### src/source/fp_fmt_pkg.sv
// Floating-point format encoding, field widths and lane layout of the slice
package fp_fmt_pkg;

  // ----------------------------------------
  // Formats
  // ----------------------------------------
  typedef enum logic [1:0] {
    FP32 = 2'd0,
    FP16 = 2'd1,
    FP8  = 2'd2  // e5m2
  } fp_fmt_e;

  localparam int unsigned NUM_FMTS = 3;

  // Indexed by the fp_fmt_e value
  localparam int unsigned FMT_WIDTH [NUM_FMTS] = '{32, 16, 8};
  localparam int unsigned EXP_WIDTH [NUM_FMTS] = '{8, 5, 5};
  localparam int unsigned MAN_WIDTH [NUM_FMTS] = '{23, 10, 2};

  // ----------------------------------------
  // Lane layout
  // ----------------------------------------
  localparam int unsigned SLICE_WIDTH = 32;
  localparam int unsigned NUM_LANES   = SLICE_WIDTH / 8; // Narrowest format sets the count

  // Bit f of fmts set when the lane handles format f
  typedef struct packed {
    logic [NUM_FMTS-1:0] fmts;
    int unsigned         width;
  } lane_cfg_t;

  // Lane 0 takes every format, lane 1 the 16 and 8 bit ones, lanes 2 and 3 only FP8
  localparam lane_cfg_t LANE_FMTS [NUM_LANES] = '{
    '{fmts: 3'b111, width: 32},
    '{fmts: 3'b110, width: 16},
    '{fmts: 3'b100, width: 8},
    '{fmts: 3'b100, width: 8}
  };

endpackage

### src/source/slice_pkg.sv
// Operation codes, status flags, request/response/side-data structs and pipeline depth
package slice_pkg;

  // ----------------------------------------
  // Operations and flags
  // ----------------------------------------
  typedef enum logic [2:0] {
    MIN   = 3'd0,
    MAX   = 3'd1,
    SGNJ  = 3'd2,
    SGNJN = 3'd3,
    SGNJX = 3'd4
  } op_e;

  typedef struct packed {
    logic nv; // Invalid operation
    logic dz; // Divide by zero
    logic of; // Overflow
    logic uf; // Underflow
    logic nx; // Inexact
  } status_t;

  typedef logic [3:0]                       tag_t;
  typedef logic [fp_fmt_pkg::NUM_LANES-1:0] simd_mask_t;

  // ----------------------------------------
  // Handshake payloads
  // ----------------------------------------
  typedef struct packed {
    logic [fp_fmt_pkg::SLICE_WIDTH-1:0] operand_a;
    logic [fp_fmt_pkg::SLICE_WIDTH-1:0] operand_b;
    op_e                                op;
    fp_fmt_pkg::fp_fmt_e                fmt;
    logic                               vectorial;
    tag_t                               tag;
    simd_mask_t                         simd_mask;
  } slice_req_t;

  typedef struct packed {
    logic [fp_fmt_pkg::SLICE_WIDTH-1:0] result;
    status_t                            status;
    tag_t                               tag;
  } slice_rsp_t;

  // Travels with lane 0 so the output side knows how to pack
  typedef struct packed {
    fp_fmt_pkg::fp_fmt_e fmt;
    logic                vectorial;
    tag_t                tag;
  } side_data_t;

  localparam int unsigned NUM_PIPE_REGS = 2;

endpackage

### src/source/lane_pipe.sv
// Valid/ready register pipeline with flush, generic over the payload type
`timescale 1ns/100ps

module lane_pipe #(
  parameter type         payload_t = logic,
  parameter int unsigned Depth     = slice_pkg::NUM_PIPE_REGS
) (
  input  logic     clk_i,
  input  logic     arst_n_i,
  input  logic     flush_i,
  input  logic     in_valid_i,
  output logic     in_ready_o,
  input  payload_t data_i,
  output logic     out_valid_o,
  input  logic     out_ready_i,
  output payload_t data_o,
  output logic     busy_o
);

  // Index i holds what sits behind i register stages
  logic     stage_valid [Depth+1];
  logic     stage_ready [Depth+1];
  payload_t stage_data  [Depth+1];

  assign stage_valid[0] = in_valid_i;
  assign stage_data[0]  = data_i;

  for (genvar i = 0; i < Depth; i++) begin : gen_stage
    logic     valid_q;
    payload_t data_q;
    logic     load;

    // Advance when the next stage takes the item or only holds a bubble
    assign stage_ready[i] = stage_ready[i+1] | ~valid_q;
    assign load           = stage_ready[i] & stage_valid[i];

    always_ff @(posedge clk_i or negedge arst_n_i) begin : valid_reg
      if (!arst_n_i) begin
        valid_q <= 1'b0;
      end else if (flush_i) begin
        valid_q <= 1'b0; // Drop everything in flight
      end else if (stage_ready[i]) begin
        valid_q <= stage_valid[i];
      end
    end

    always_ff @(posedge clk_i) begin : data_reg
      if (load) begin
        data_q <= stage_data[i];
      end
    end

    assign stage_valid[i+1] = valid_q;
    assign stage_data[i+1]  = data_q;
  end

  assign stage_ready[Depth] = out_ready_i; // Ready enters from the downstream side
  assign in_ready_o         = stage_ready[0];
  assign out_valid_o        = stage_valid[Depth];
  assign data_o             = stage_data[Depth];

  // Any register stage holding an item
  always_comb begin : busy_or
    busy_o = 1'b0;
    for (int unsigned i = 1; i <= Depth; i++) begin
      busy_o = busy_o | stage_valid[i];
    end
  end

endmodule

### src/source/minmax_lane.sv
// One SIMD lane: per-format classify, min/max and sign injection, then the lane pipeline
`timescale 1ns/100ps

module minmax_lane #(
  parameter int unsigned  LaneIdx    = 0,
  localparam int unsigned LANE_WIDTH = fp_fmt_pkg::LANE_FMTS[LaneIdx].width
) (
  input  logic                  clk_i,
  input  logic                  arst_n_i,
  input  logic                  flush_i,
  input  logic                  in_valid_i,
  output logic                  in_ready_o,
  input  logic [LANE_WIDTH-1:0] operand_a_i,
  input  logic [LANE_WIDTH-1:0] operand_b_i,
  input  slice_pkg::op_e        op_i,
  input  fp_fmt_pkg::fp_fmt_e   fmt_i,
  input  logic                  mask_i,
  input  slice_pkg::side_data_t side_i,
  output logic                  out_valid_o,
  input  logic                  out_ready_i,
  output logic [LANE_WIDTH-1:0] result_o,
  output slice_pkg::status_t    status_o,
  output logic                  mask_o,
  output slice_pkg::side_data_t side_o,
  output logic                  busy_o
);

  typedef struct packed {
    logic [LANE_WIDTH-1:0] result;
    slice_pkg::status_t    status;
    logic                  mask;
  } lane_res_t;

  typedef struct packed {
    lane_res_t             res;
    slice_pkg::side_data_t side;
  } lane_side_res_t;

  logic [fp_fmt_pkg::NUM_FMTS-1:0][LANE_WIDTH-1:0] fmt_result;
  logic [fp_fmt_pkg::NUM_FMTS-1:0]                 fmt_nv;
  logic                                            is_minmax;
  logic [LANE_WIDTH-1:0]                           op_result;
  logic                                            op_nv;
  slice_pkg::status_t                              status_d;
  lane_res_t                                       res_d, res_q;

  assign is_minmax = (op_i == slice_pkg::MIN) | (op_i == slice_pkg::MAX);

  // ----------------------------------------
  // Operation per supported format
  // ----------------------------------------
  for (genvar f = 0; f < int'(fp_fmt_pkg::NUM_FMTS); f++) begin : gen_fmt
    if (fp_fmt_pkg::LANE_FMTS[LaneIdx].fmts[f]) begin : gen_supported
      localparam int unsigned FW = fp_fmt_pkg::FMT_WIDTH[f];
      localparam int unsigned EW = fp_fmt_pkg::EXP_WIDTH[f];
      localparam int unsigned MW = fp_fmt_pkg::MAN_WIDTH[f];
      localparam logic [FW-1:0] QNAN = {1'b0, {EW{1'b1}}, 1'b1, {(MW-1){1'b0}}};

      logic [FW-1:0] a, b, res;
      logic          a_nan, b_nan, a_lt_b, sign;

      assign a     = operand_a_i[FW-1:0]; // Bits above belong to other lanes
      assign b     = operand_b_i[FW-1:0];
      assign a_nan = (&a[FW-2 -: EW]) & (|a[MW-1:0]);
      assign b_nan = (&b[FW-2 -: EW]) & (|b[MW-1:0]);

      // Quiet bit clear means signalling
      assign fmt_nv[f] = is_minmax & ((a_nan & ~a[MW-1]) | (b_nan & ~b[MW-1]));

      // Sign-magnitude order, so -0 sits below +0
      always_comb begin : order
        if (a[FW-1] != b[FW-1]) begin
          a_lt_b = a[FW-1];
        end else if (a[FW-1]) begin
          a_lt_b = a[FW-2:0] > b[FW-2:0];
        end else begin
          a_lt_b = a[FW-2:0] < b[FW-2:0];
        end
      end

      always_comb begin : compute
        case (op_i)
          slice_pkg::SGNJ:  sign = b[FW-1];
          slice_pkg::SGNJN: sign = ~b[FW-1];
          slice_pkg::SGNJX: sign = a[FW-1] ^ b[FW-1];
          default:          sign = a[FW-1];
        endcase
        if (!is_minmax) begin
          res = {sign, a[FW-2:0]};
        end else if (a_nan & b_nan) begin
          res = QNAN;
        end else if (a_nan) begin
          res = b; // Lone NaN yields the other operand
        end else if (b_nan) begin
          res = a;
        end else if (op_i == slice_pkg::MIN) begin
          res = a_lt_b ? a : b;
        end else begin
          res = a_lt_b ? b : a;
        end
      end

      // Ones above the format width
      assign fmt_result[f] = LANE_WIDTH'({{LANE_WIDTH{1'b1}}, res});
    end else begin : gen_unsupported
      assign fmt_result[f] = '1;
      assign fmt_nv[f]     = 1'b0;
    end
  end

  always_comb begin : fmt_select
    case (fmt_i)
      fp_fmt_pkg::FP32: {op_result, op_nv} = {fmt_result[fp_fmt_pkg::FP32],
                                              fmt_nv[fp_fmt_pkg::FP32]};
      fp_fmt_pkg::FP16: {op_result, op_nv} = {fmt_result[fp_fmt_pkg::FP16],
                                              fmt_nv[fp_fmt_pkg::FP16]};
      fp_fmt_pkg::FP8:  {op_result, op_nv} = {fmt_result[fp_fmt_pkg::FP8],
                                              fmt_nv[fp_fmt_pkg::FP8]};
      default:          {op_result, op_nv} = {{LANE_WIDTH{1'b1}}, 1'b0};
    endcase
  end

  assign status_d = '{nv: op_nv, default: 1'b0};
  assign res_d    = '{result: op_result, status: status_d, mask: mask_i};

  // ----------------------------------------
  // Lane pipeline with side data on lane 0
  // ----------------------------------------
  if (LaneIdx == 0) begin : gen_side_pipe
    lane_side_res_t pipe_in, pipe_out;

    assign pipe_in = '{res: res_d, side: side_i};

    lane_pipe #(
      .payload_t ( lane_side_res_t          ),
      .Depth     ( slice_pkg::NUM_PIPE_REGS )
    ) i_lane_pipe (
      .clk_i, .arst_n_i, .flush_i, .in_valid_i, .in_ready_o,
      .data_i  ( pipe_in  ),
      .out_valid_o, .out_ready_i,
      .data_o  ( pipe_out ),
      .busy_o
    );

    assign res_q  = pipe_out.res;
    assign side_o = pipe_out.side;
  end else begin : gen_plain_pipe
    lane_pipe #(
      .payload_t ( lane_res_t               ),
      .Depth     ( slice_pkg::NUM_PIPE_REGS )
    ) i_lane_pipe (
      .clk_i, .arst_n_i, .flush_i, .in_valid_i, .in_ready_o,
      .data_i  ( res_d ),
      .out_valid_o, .out_ready_i,
      .data_o  ( res_q ),
      .busy_o
    );

    assign side_o = '0; // Only lane 0 side data is read
  end

  assign result_o = res_q.result;
  assign status_o = res_q.status;
  assign mask_o   = res_q.mask;

endmodule

### src/source/result_packer.sv
// Per-format packing of lane results with NaN-boxing and masked status collapse
`timescale 1ns/100ps

module result_packer (
  input  logic [fp_fmt_pkg::NUM_LANES-1:0][fp_fmt_pkg::SLICE_WIDTH-1:0] lane_results_i,
  input  slice_pkg::status_t [fp_fmt_pkg::NUM_LANES-1:0]                lane_status_i,
  input  slice_pkg::simd_mask_t                                         lane_masks_i,
  input  logic [fp_fmt_pkg::NUM_LANES-1:0]                              lane_valid_i,
  input  slice_pkg::side_data_t                                         side_i,
  output slice_pkg::slice_rsp_t                                         rsp_o
);

  logic [fp_fmt_pkg::NUM_FMTS-1:0][fp_fmt_pkg::SLICE_WIDTH-1:0] fmt_word;
  logic [fp_fmt_pkg::SLICE_WIDTH-1:0]                           result;
  slice_pkg::status_t                                           status;

  // ----------------------------------------
  // One packed word per format
  // ----------------------------------------
  for (genvar f = 0; f < int'(fp_fmt_pkg::NUM_FMTS); f++) begin : gen_fmt
    localparam int unsigned FW = fp_fmt_pkg::FMT_WIDTH[f];

    for (genvar n = 0; n < int'(fp_fmt_pkg::NUM_LANES); n++) begin : gen_lane
      if (fp_fmt_pkg::LANE_FMTS[n].fmts[f]) begin : gen_used
        // Idle lane leaves its part NaN-boxed
        assign fmt_word[f][n*FW +: FW] = lane_valid_i[n] ? lane_results_i[n][FW-1:0]
                                                         : {FW{1'b1}};
      end else if ((n + 1) * FW <= fp_fmt_pkg::SLICE_WIDTH) begin : gen_box
        assign fmt_word[f][n*FW +: FW] = '1;
      end
    end
  end

  always_comb begin : fmt_select
    case (side_i.fmt)
      fp_fmt_pkg::FP32: result = fmt_word[fp_fmt_pkg::FP32];
      fp_fmt_pkg::FP16: result = fmt_word[fp_fmt_pkg::FP16];
      fp_fmt_pkg::FP8:  result = fmt_word[fp_fmt_pkg::FP8];
      default:          result = '1;
    endcase
  end

  // ----------------------------------------
  // Status under the SIMD mask
  // ----------------------------------------
  always_comb begin : status_collapse
    status = '0;
    for (int unsigned n = 0; n < fp_fmt_pkg::NUM_LANES; n++) begin
      if (lane_valid_i[n] && lane_masks_i[n]) begin
        status = status | lane_status_i[n];
      end
    end
  end

  assign rsp_o = '{result: result, status: status, tag: side_i.tag};

endmodule

### src/source/minmax_slice.sv
// Top of the SIMD min/max and sign-injection slice: operand slicing, lanes, handshakes, packing
`timescale 1ns/100ps

module minmax_slice (
  input  logic                  clk_i,
  input  logic                  arst_n_i,
  input  logic                  flush_i,
  input  slice_pkg::slice_req_t req_i,
  input  logic                  in_valid_i,
  output logic                  in_ready_o,
  output slice_pkg::slice_rsp_t rsp_o,
  output logic                  out_valid_o,
  input  logic                  out_ready_i,
  output logic                  busy_o
);

  logic [fp_fmt_pkg::NUM_LANES-1:0]                              lane_in_ready;
  logic [fp_fmt_pkg::NUM_LANES-1:0]                              lane_out_valid;
  logic [fp_fmt_pkg::NUM_LANES-1:0]                              lane_busy;
  logic [fp_fmt_pkg::NUM_LANES-1:0][fp_fmt_pkg::SLICE_WIDTH-1:0] lane_result;
  slice_pkg::status_t [fp_fmt_pkg::NUM_LANES-1:0]                lane_status;
  slice_pkg::simd_mask_t                                         lane_masks;
  slice_pkg::side_data_t [fp_fmt_pkg::NUM_LANES-1:0]             lane_side;
  slice_pkg::side_data_t                                         side_d;
  slice_pkg::side_data_t                                         side_q;

  // ----------------------------------------
  // Input side
  // ----------------------------------------
  assign side_d     = '{fmt: req_i.fmt, vectorial: req_i.vectorial, tag: req_i.tag};
  assign in_ready_o = lane_in_ready[0]; // Lane 0 speaks for the slice
  assign side_q     = lane_side[0];

  for (genvar lane = 0; lane < int'(fp_fmt_pkg::NUM_LANES); lane++) begin : gen_lanes
    localparam int unsigned LANE_WIDTH = fp_fmt_pkg::LANE_FMTS[lane].width;

    logic                               in_valid, out_valid, out_ready, lane_used;
    logic [fp_fmt_pkg::SLICE_WIDTH-1:0] operand_a, operand_b;
    logic [LANE_WIDTH-1:0]              lane_out;

    // Upper lanes only take vectors, and only together with lane 0
    assign in_valid = in_valid_i & fp_fmt_pkg::LANE_FMTS[lane].fmts[req_i.fmt] &
                      ((lane == 0) | (req_i.vectorial & lane_in_ready[0]));

    // Lane slice sits at lane times the format width
    assign operand_a = req_i.operand_a >> (lane * fp_fmt_pkg::FMT_WIDTH[req_i.fmt]);
    assign operand_b = req_i.operand_b >> (lane * fp_fmt_pkg::FMT_WIDTH[req_i.fmt]);

    minmax_lane #(
      .LaneIdx ( lane )
    ) i_minmax_lane (
      .clk_i,
      .arst_n_i,
      .flush_i,
      .in_valid_i  ( in_valid                    ),
      .in_ready_o  ( lane_in_ready[lane]         ),
      .operand_a_i ( operand_a[LANE_WIDTH-1:0]   ),
      .operand_b_i ( operand_b[LANE_WIDTH-1:0]   ),
      .op_i        ( req_i.op                    ),
      .fmt_i       ( req_i.fmt                   ),
      .mask_i      ( req_i.simd_mask[lane]       ),
      .side_i      ( side_d                      ),
      .out_valid_o ( out_valid                   ),
      .out_ready_i ( out_ready                   ),
      .result_o    ( lane_out                    ),
      .status_o    ( lane_status[lane]           ),
      .mask_o      ( lane_masks[lane]            ),
      .side_o      ( lane_side[lane]             ),
      .busy_o      ( lane_busy[lane]             )
    );

    // Upper lanes hand over only while the head result is a vector in a format they hold
    assign lane_used            = (lane == 0) |
                                  (side_q.vectorial &
                                   fp_fmt_pkg::LANE_FMTS[lane].fmts[side_q.fmt]);
    assign out_ready            = out_ready_i & lane_used;
    assign lane_out_valid[lane] = out_valid & lane_used;
    assign lane_result[lane]    = fp_fmt_pkg::SLICE_WIDTH'({{fp_fmt_pkg::SLICE_WIDTH{1'b1}},
                                                            lane_out});
  end

  // ----------------------------------------
  // Output side
  // ----------------------------------------
  result_packer i_result_packer (
    .lane_results_i ( lane_result    ),
    .lane_status_i  ( lane_status    ),
    .lane_masks_i   ( lane_masks     ),
    .lane_valid_i   ( lane_out_valid ),
    .side_i         ( side_q         ),
    .rsp_o
  );

  assign out_valid_o = lane_out_valid[0];
  assign busy_o      = |lane_busy;

endmodule

### config.mk
export PLATFORM = sky130hd
export DESIGN_NAME = minmax_slice
export DESIGN_NICKNAME = d
export VERILOG_FILES = /design/src/source/fp_fmt_pkg.sv /design/src/source/slice_pkg.sv /design/src/source/lane_pipe.sv /design/src/source/minmax_lane.sv /design/src/source/result_packer.sv /design/src/source/minmax_slice.sv
export SDC_FILE = /design/constraint.sdc
export NUM_CORES = 1
export LEC_CHECK = 0
export ABC_CLOCK_PERIOD_IN_PS = 5100
export BUFFER_PORTS_ARGS = -buffer_cell sky130_fd_sc_hd__buf_2
export CORE_UTILIZATION = 55
export DETAILED_ROUTE_END_ITERATION = 12
export GPL_ROUTABILITY_DRIVEN = 0
export HOLD_SLACK_MARGIN = 0.15
export PLACE_DENSITY = 0.81
export SLEW_MARGIN = 25
export SYNTH_ARGS = -nofsm -noshare
export SYNTH_HDL_FRONTEND = slang
export SYNTH_HIERARCHICAL = 1
export SYNTH_SLANG_ARGS = --single-unit
### constraint.sdc
create_clock -name clk_i -period 5.1 [get_ports clk_i]
set_input_delay 1.02 -clock clk_i [delete_from_list [all_inputs] [get_ports clk_i]]
set_output_delay 1.02 -clock clk_i [all_outputs]
set_load 0.01 [all_outputs]
After elaboration in Yosys (flattened, before gate mapping) --
Cells that the tools add are included.
Storage, ports and cells: flip-flop bits (word level) 166, input bits 83, logic and storage cells 359
Cells by class: reductions and logical operators 44, eq/ne operators 15, bitwise logic cells 123, $lt $le $gt $ge 17, multipliers 1, muxes and demuxes 115, shifts and indexed selects 6
Operators with widths (count):
- $mux 32 | 10
- $mux 16 | 16
- $mux 8 | 32
- $pmux 32 s3 | 2
- $shr 32x32->8 | 4
- $bmux 32 s2 | 1
- $shr 32x32->16 | 2
- $and 1x1->1 | 63
- $reduce_and 5->1 | 12
- $reduce_or 23->1 | 2
- $reduce_or 10->1 | 4
- $mux 1 | 35
- $mul 2x32->32 const A | 1
- $pmux 16 s2 | 1
- $gt 31x31->1 | 1
- $lt 31x31->1 | 1
- $gt 15x15->1 | 2
- $lt 15x15->1 | 2
- $not 1->1 | 29
- $gt 7x7->1 | 4
- $lt 7x7->1 | 4
- $pmux 1 s3 | 8
- $mux 5 | 4
- $or 1x1->1 | 20
- 20 further kinds | 61

Logic depth before layout (Yosys ltp) --
depth in word-level cells 15, mapped depth 17, gate-level depth less buffers 15

By module --
The synthesis kept the hierarchy.
By module, submodules not included:
- lane_pipe (gen_lanes[0].i_minmax_lane.gen_side_pipe.i_lane_pipe) | cells each 101, area each 2821.5 um^2, times used 1
- minmax_lane (gen_lanes[0].i_minmax_lane) | cells each 354, area each 2382.3 um^2, times used 1
- lane_pipe (gen_lanes[2].i_minmax_lane.gen_plain_pipe.i_lane_pipe ...) | cells each 39, area each 959.7 um^2, times used 2
- minmax_slice | cells each 213, area each 1714.1 um^2, times used 1
- minmax_lane (gen_lanes[1].i_minmax_lane) | cells each 221, area each 1493.9 um^2, times used 1
- lane_pipe (gen_lanes[1].i_minmax_lane.gen_plain_pipe.i_lane_pipe) | cells each 55, area each 1440.1 um^2, times used 1
- minmax_lane (gen_lanes[2].i_minmax_lane ...) | cells each 99, area each 693.2 um^2, times used 2
- result_packer | cells each 92, area each 643.1 um^2, times used 1

Worst setup path after synthesis --
Ideal clock, no wire load.
path kind input port to flip-flop, from input port req_i[10] in the netlist's numbering, to register gen_lanes[1].i_minmax_lane/gen_plain_pipe.i_lane_pipe/gen_stage[0].data_q[15] in the netlist's numbering, data pin, arrival 4221 ps, buffers on the path 3, slack 621 ps, cell stages on the path 16, cells stage by stage inv_1 -> ha_1 -> buf_6 -> or2_1 -> buf_6 -> buf_6 -> o22ai_1 -> inv_2 -> ha_1 -> nand4b_4 -> nor4_2 -> a211oi_1 -> a2bb2oi_2 -> o31ai_4 -> o211ai_2 -> o221a_1
Between the ends: word-level cells in the longest chain between the ends 15
RTL lines:
- start, declared | line minmax_slice.sv:8 | input slice_pkg::slice_req_t req_i,
- $not 2->3 (not written as such) (*) | line minmax_slice.sv:46 | assign operand_a = req_i.operand_a >> (lane * fp_fmt_pkg::FMT_WIDTH[req_i.fmt]);
- $bmux 32 s2 (*) | line minmax_slice.sv:46
- $mux 32 (not written as such) (*) (2 in a row) | line minmax_slice.sv:46
- $shr 32x32->16 (*) | line minmax_slice.sv:46
- via gen_lanes[1].operand_a, one bit | line minmax_slice.sv:38 | logic [fp_fmt_pkg::SLICE_WIDTH-1:0] operand_a, operand_b;
- $lt 15x15->1 / $gt 15x15->1 (equally long branches) | line minmax_lane.sv:77, minmax_lane.sv:75
- $mux 1 | line minmax_lane.sv:74 | end else if (a[FW-1]) begin
- $mux 1 | line minmax_lane.sv:72 | if (a[FW-1] != b[FW-1]) begin
- $mux 16 (on tied branches) | line minmax_lane.sv:99, minmax_lane.sv:97
- $mux 16 | line minmax_lane.sv:96 | end else if (op_i == slice_pkg::MIN) begin
- $mux 16 | line minmax_lane.sv:94 | end else if (b_nan) begin
- $mux 16 | line minmax_lane.sv:92 | end else if (a_nan) begin
- $mux 16 (*) | line minmax_lane.sv:90 | end else if (a_nan & b_nan) begin
- $mux 16 (*) | line minmax_lane.sv:88 | if (!is_minmax) begin
- $pmux 16 s2 (*) | line minmax_lane.sv:112 | case (fmt_i)
- via gen_lanes[1].i_minmax_lane.op_result[9] | line minmax_lane.sv:42 | logic [LANE_WIDTH-1:0] op_result;
- end signal, assigned | line lane_pipe.sv:49 | data_q <= stage_data[i];
- end, declared | line lane_pipe.sv:30 | payload_t data_q;
Mark *: on every way through the listed nets, which the timed path passes. The rest lies on a longest branch. The select of a mux whose other input is x is not followed. A chain may end at the register's enable or synchronous reset.

Worst setup path in the final report --
from input port req_i[9] in the netlist's numbering, to register gen_lanes[1].i_minmax_lane/gen_plain_pipe.i_lane_pipe/gen_stage[0].data_q[13] in the netlist's numbering, data pin
Between the ends: word-level cells in the longest chain between the ends 15
RTL lines:
- $not 2->3 (not written as such) (*) | line minmax_slice.sv:47 | assign operand_b = req_i.operand_b >> (lane * fp_fmt_pkg::FMT_WIDTH[req_i.fmt]);
- $bmux 32 s2 (*) | line minmax_slice.sv:47
- $mux 32 (not written as such) (*) (2 in a row) | line minmax_slice.sv:47
- $shr 32x32->16 (*) | line minmax_slice.sv:47
- via gen_lanes[1].operand_b, one bit | line minmax_slice.sv:38
- $lt 15x15->1 / $gt 15x15->1 (equally long branches) | line minmax_lane.sv:77, minmax_lane.sv:75
- $mux 1 | line minmax_lane.sv:74
- $mux 1 | line minmax_lane.sv:72
- $mux 16 (on tied branches) | line minmax_lane.sv:99, minmax_lane.sv:97
- $mux 16 | line minmax_lane.sv:96
- $mux 16 | line minmax_lane.sv:94
- $mux 16 | line minmax_lane.sv:92
- $mux 16 | line minmax_lane.sv:90
- $mux 16 | line minmax_lane.sv:88
- $pmux 16 s2 (*) | line minmax_lane.sv:112
- via gen_lanes[1].i_minmax_lane.op_result[7] | line minmax_lane.sv:42
Marks and branches as above.

==> summary.md <==
| Metric | Value |
|---|---|
| Outcome | finished clean |
| Post-CTS setup buffer count | 0 |
| Tightest Pin Transition | 0.817 ns |
| Share of cells above drive strength 1 | 19.0% |
| Count of final hold-check violations | 0 |
| Iter 0 DRT Violations | 1875 |
| Number of clock sinks | 198 |
| Starting Density | 56.1% |
| WL met1 | 15800 µm |
| CTS resizes | 0 |
| Critical path class | in2reg |
| TNS Setup | 0 ns |
| Clock skew | 0.0155 ns |
| Final wirelength | 40900 µm |
| Cell area after layout | 15200 µm² |
| Met2 WL | 18000 µm |
| CP required | 5.27 ns |
| Fin crit share | 90.2% |
| Avg Inst Size Synth | 10.6 µm² |
| Highest Signal Layer | met5 |
| Inserted Clock Buffers | 17 |
| Hpwl dp | 30400 µm |
| Worst endpoint data arrival time | 4.77 ns |
| # Max-Cap Violations | 0 |
| DRT Pass-1 Iters | 6 |
| Clock-pin slew on the worst setup and hold paths | 0.08 ns |
| Flop-to-flop setup slack | 2.48 ns |
| Setup violators final | 0 |
| Met3 wire len | 5010 µm |
| Chip height | 159 µm |
| Setup crit end kind | flop |
| Fin. max-slew vios | 0 |
| Die width | 159 µm |
| IO Count | 127 |
| Global-route wire length before repair | 62000 µm |
| Area growth syn-to-layout | 11.5% |
| Reg2reg path depth | 5 |
| H-Tree Depth | 4 |
| Global-route usage over all layers | 31.7% |
| Final hold slack | 0.420 ns |
| Clk buf depth | 2 |
| Maximum VDD drop | 0.210 mV |
| Pwr Total | 4.25 mW |
| Total grt overflow | 0 |
| Root Buffer | clkbuf_16 |
| LEAKAGE | 5.86 nW |
| Via/cell ratio | 6.72 |
| Mapped Area | 13600 µm² |
| Antenna viol nets, final | 0 |
| RSZ-0062 raised after global routing | no |
| Placed Area | 14600 µm² |
| Nets@finish | 1597 |
| Min-Delay Path Class | in2async |
| Mapped Cells | 1290 |
| Initial antenna violation count | 2 |
| Final min period | 4.60 ns |
| Vias | 11865 |
| Core area | 24300 µm² |
| Post-route DRC | 0 |
| Synth warn | 6 |
| Row cnt | 57 |
| CTS tree | yes |
| Clk_lat worst skew | 0.43 ns |
| DIE AREA | 25400 µm² |
| Diodes inserted | 0 |
| Critical path launch point type | input port |
| Max Clk Rate | 0.217 GHz |
| IO Port Bufs | 126 |
| Crit Path Max Fanout | 32 |
| Fin util | 62.5% |
| WL/cell | 23.2 µm |
| Fillers | 1884 |
| Pwr per Cell Area | 279 nW/µm² |
| Hold buffers post-CTS | 0 |
| Pin count of the biggest net entering global routing | 46 |
| Number of global-route vias before repair | 10953 |
| Worst slew margin | 45.5% |
| Critical Path Start | req_i[9] |
==> area by class of cell <==
class / instances / area (µm²) / share of cell area [%]
multi-input cells: 949 / 7010 / 46.1
flip-flops and latches: 198 / 5910 / 38.8
repair buffers: 161 / 906 / 5.96
clock buffers: 17 / 425 / 2.80
well taps: 324 / 405 / 2.67
inverters: 101 / 379 / 2.49
clock inverters: 15 / 180 / 1.18
==> power breakdown <==
group / switching, mW / internal (mW) / leakage [nW] / total (mW)
clock: 0.662 / 0.669 / 0.292 / 1.33
combinational: 0.652 / 0.368 / 3.71 / 1.02
sequential: 0.0267 / 1.87 / 1.86 / 1.90
==> metal layers <==
layer / global-route usage, % / vias up
met2: 48.7 / 905
met4: 15.4 / 4
met1: 42.9 / 5508
li1: - / 5252
met5: 0 / -
met3: 6.43 / 196
==> metrics by stage <==
step	cells	worst slack, ns
after floorplan	1302	0.621
after global placement	1733	0.274
after detailed placement	1733	0.197
after CTS	1765	0.629
after global routing	1765	0.238
final	1765	0.499
==> how the worst min path moves through the flow <==
stage | from | end
finish | arst_n_i | asynchronous set/reset pin
global placement | flop | flop
global route | arst_n_i | asynchronous set/reset pin
detailed placement | flop | flop
floorplan | flop | flop
CTS | arst_n_i | asynchronous set/reset pin
==> critical path: stages <==
cell	delay (ns)
buf_2	0.15
inv_1	0.12
ha_2	0.71
nor2b_1	0.15
a21oi_1	0.21
o22ai_1	0.14
inv_1	0.19
ha_1	0.34
nand4b_4	0.23
nor4_2	0.32
a211oi_1	0.13
a2bb2oi_2	0.19
nor4_4	0.33
nor2_2	0.16
a211oi_1	0.27
o21ai_1	0.09
==> cells in the final DEF (no fill, tap or decap), types with 34 or more instances in the layout <==
cell type,count
a21oi_1,69
buf_2,126
ha_1,85
nand2b_1,34
mux2i_1,58
o22ai_1,44
edfxtp_1,190
o21ai_0,45
nor2_1,74
nand3_1,40
nand2_1,67
inv_1,98
buf_4,34
No activity file was read; power rests on OpenSTA's default activity.
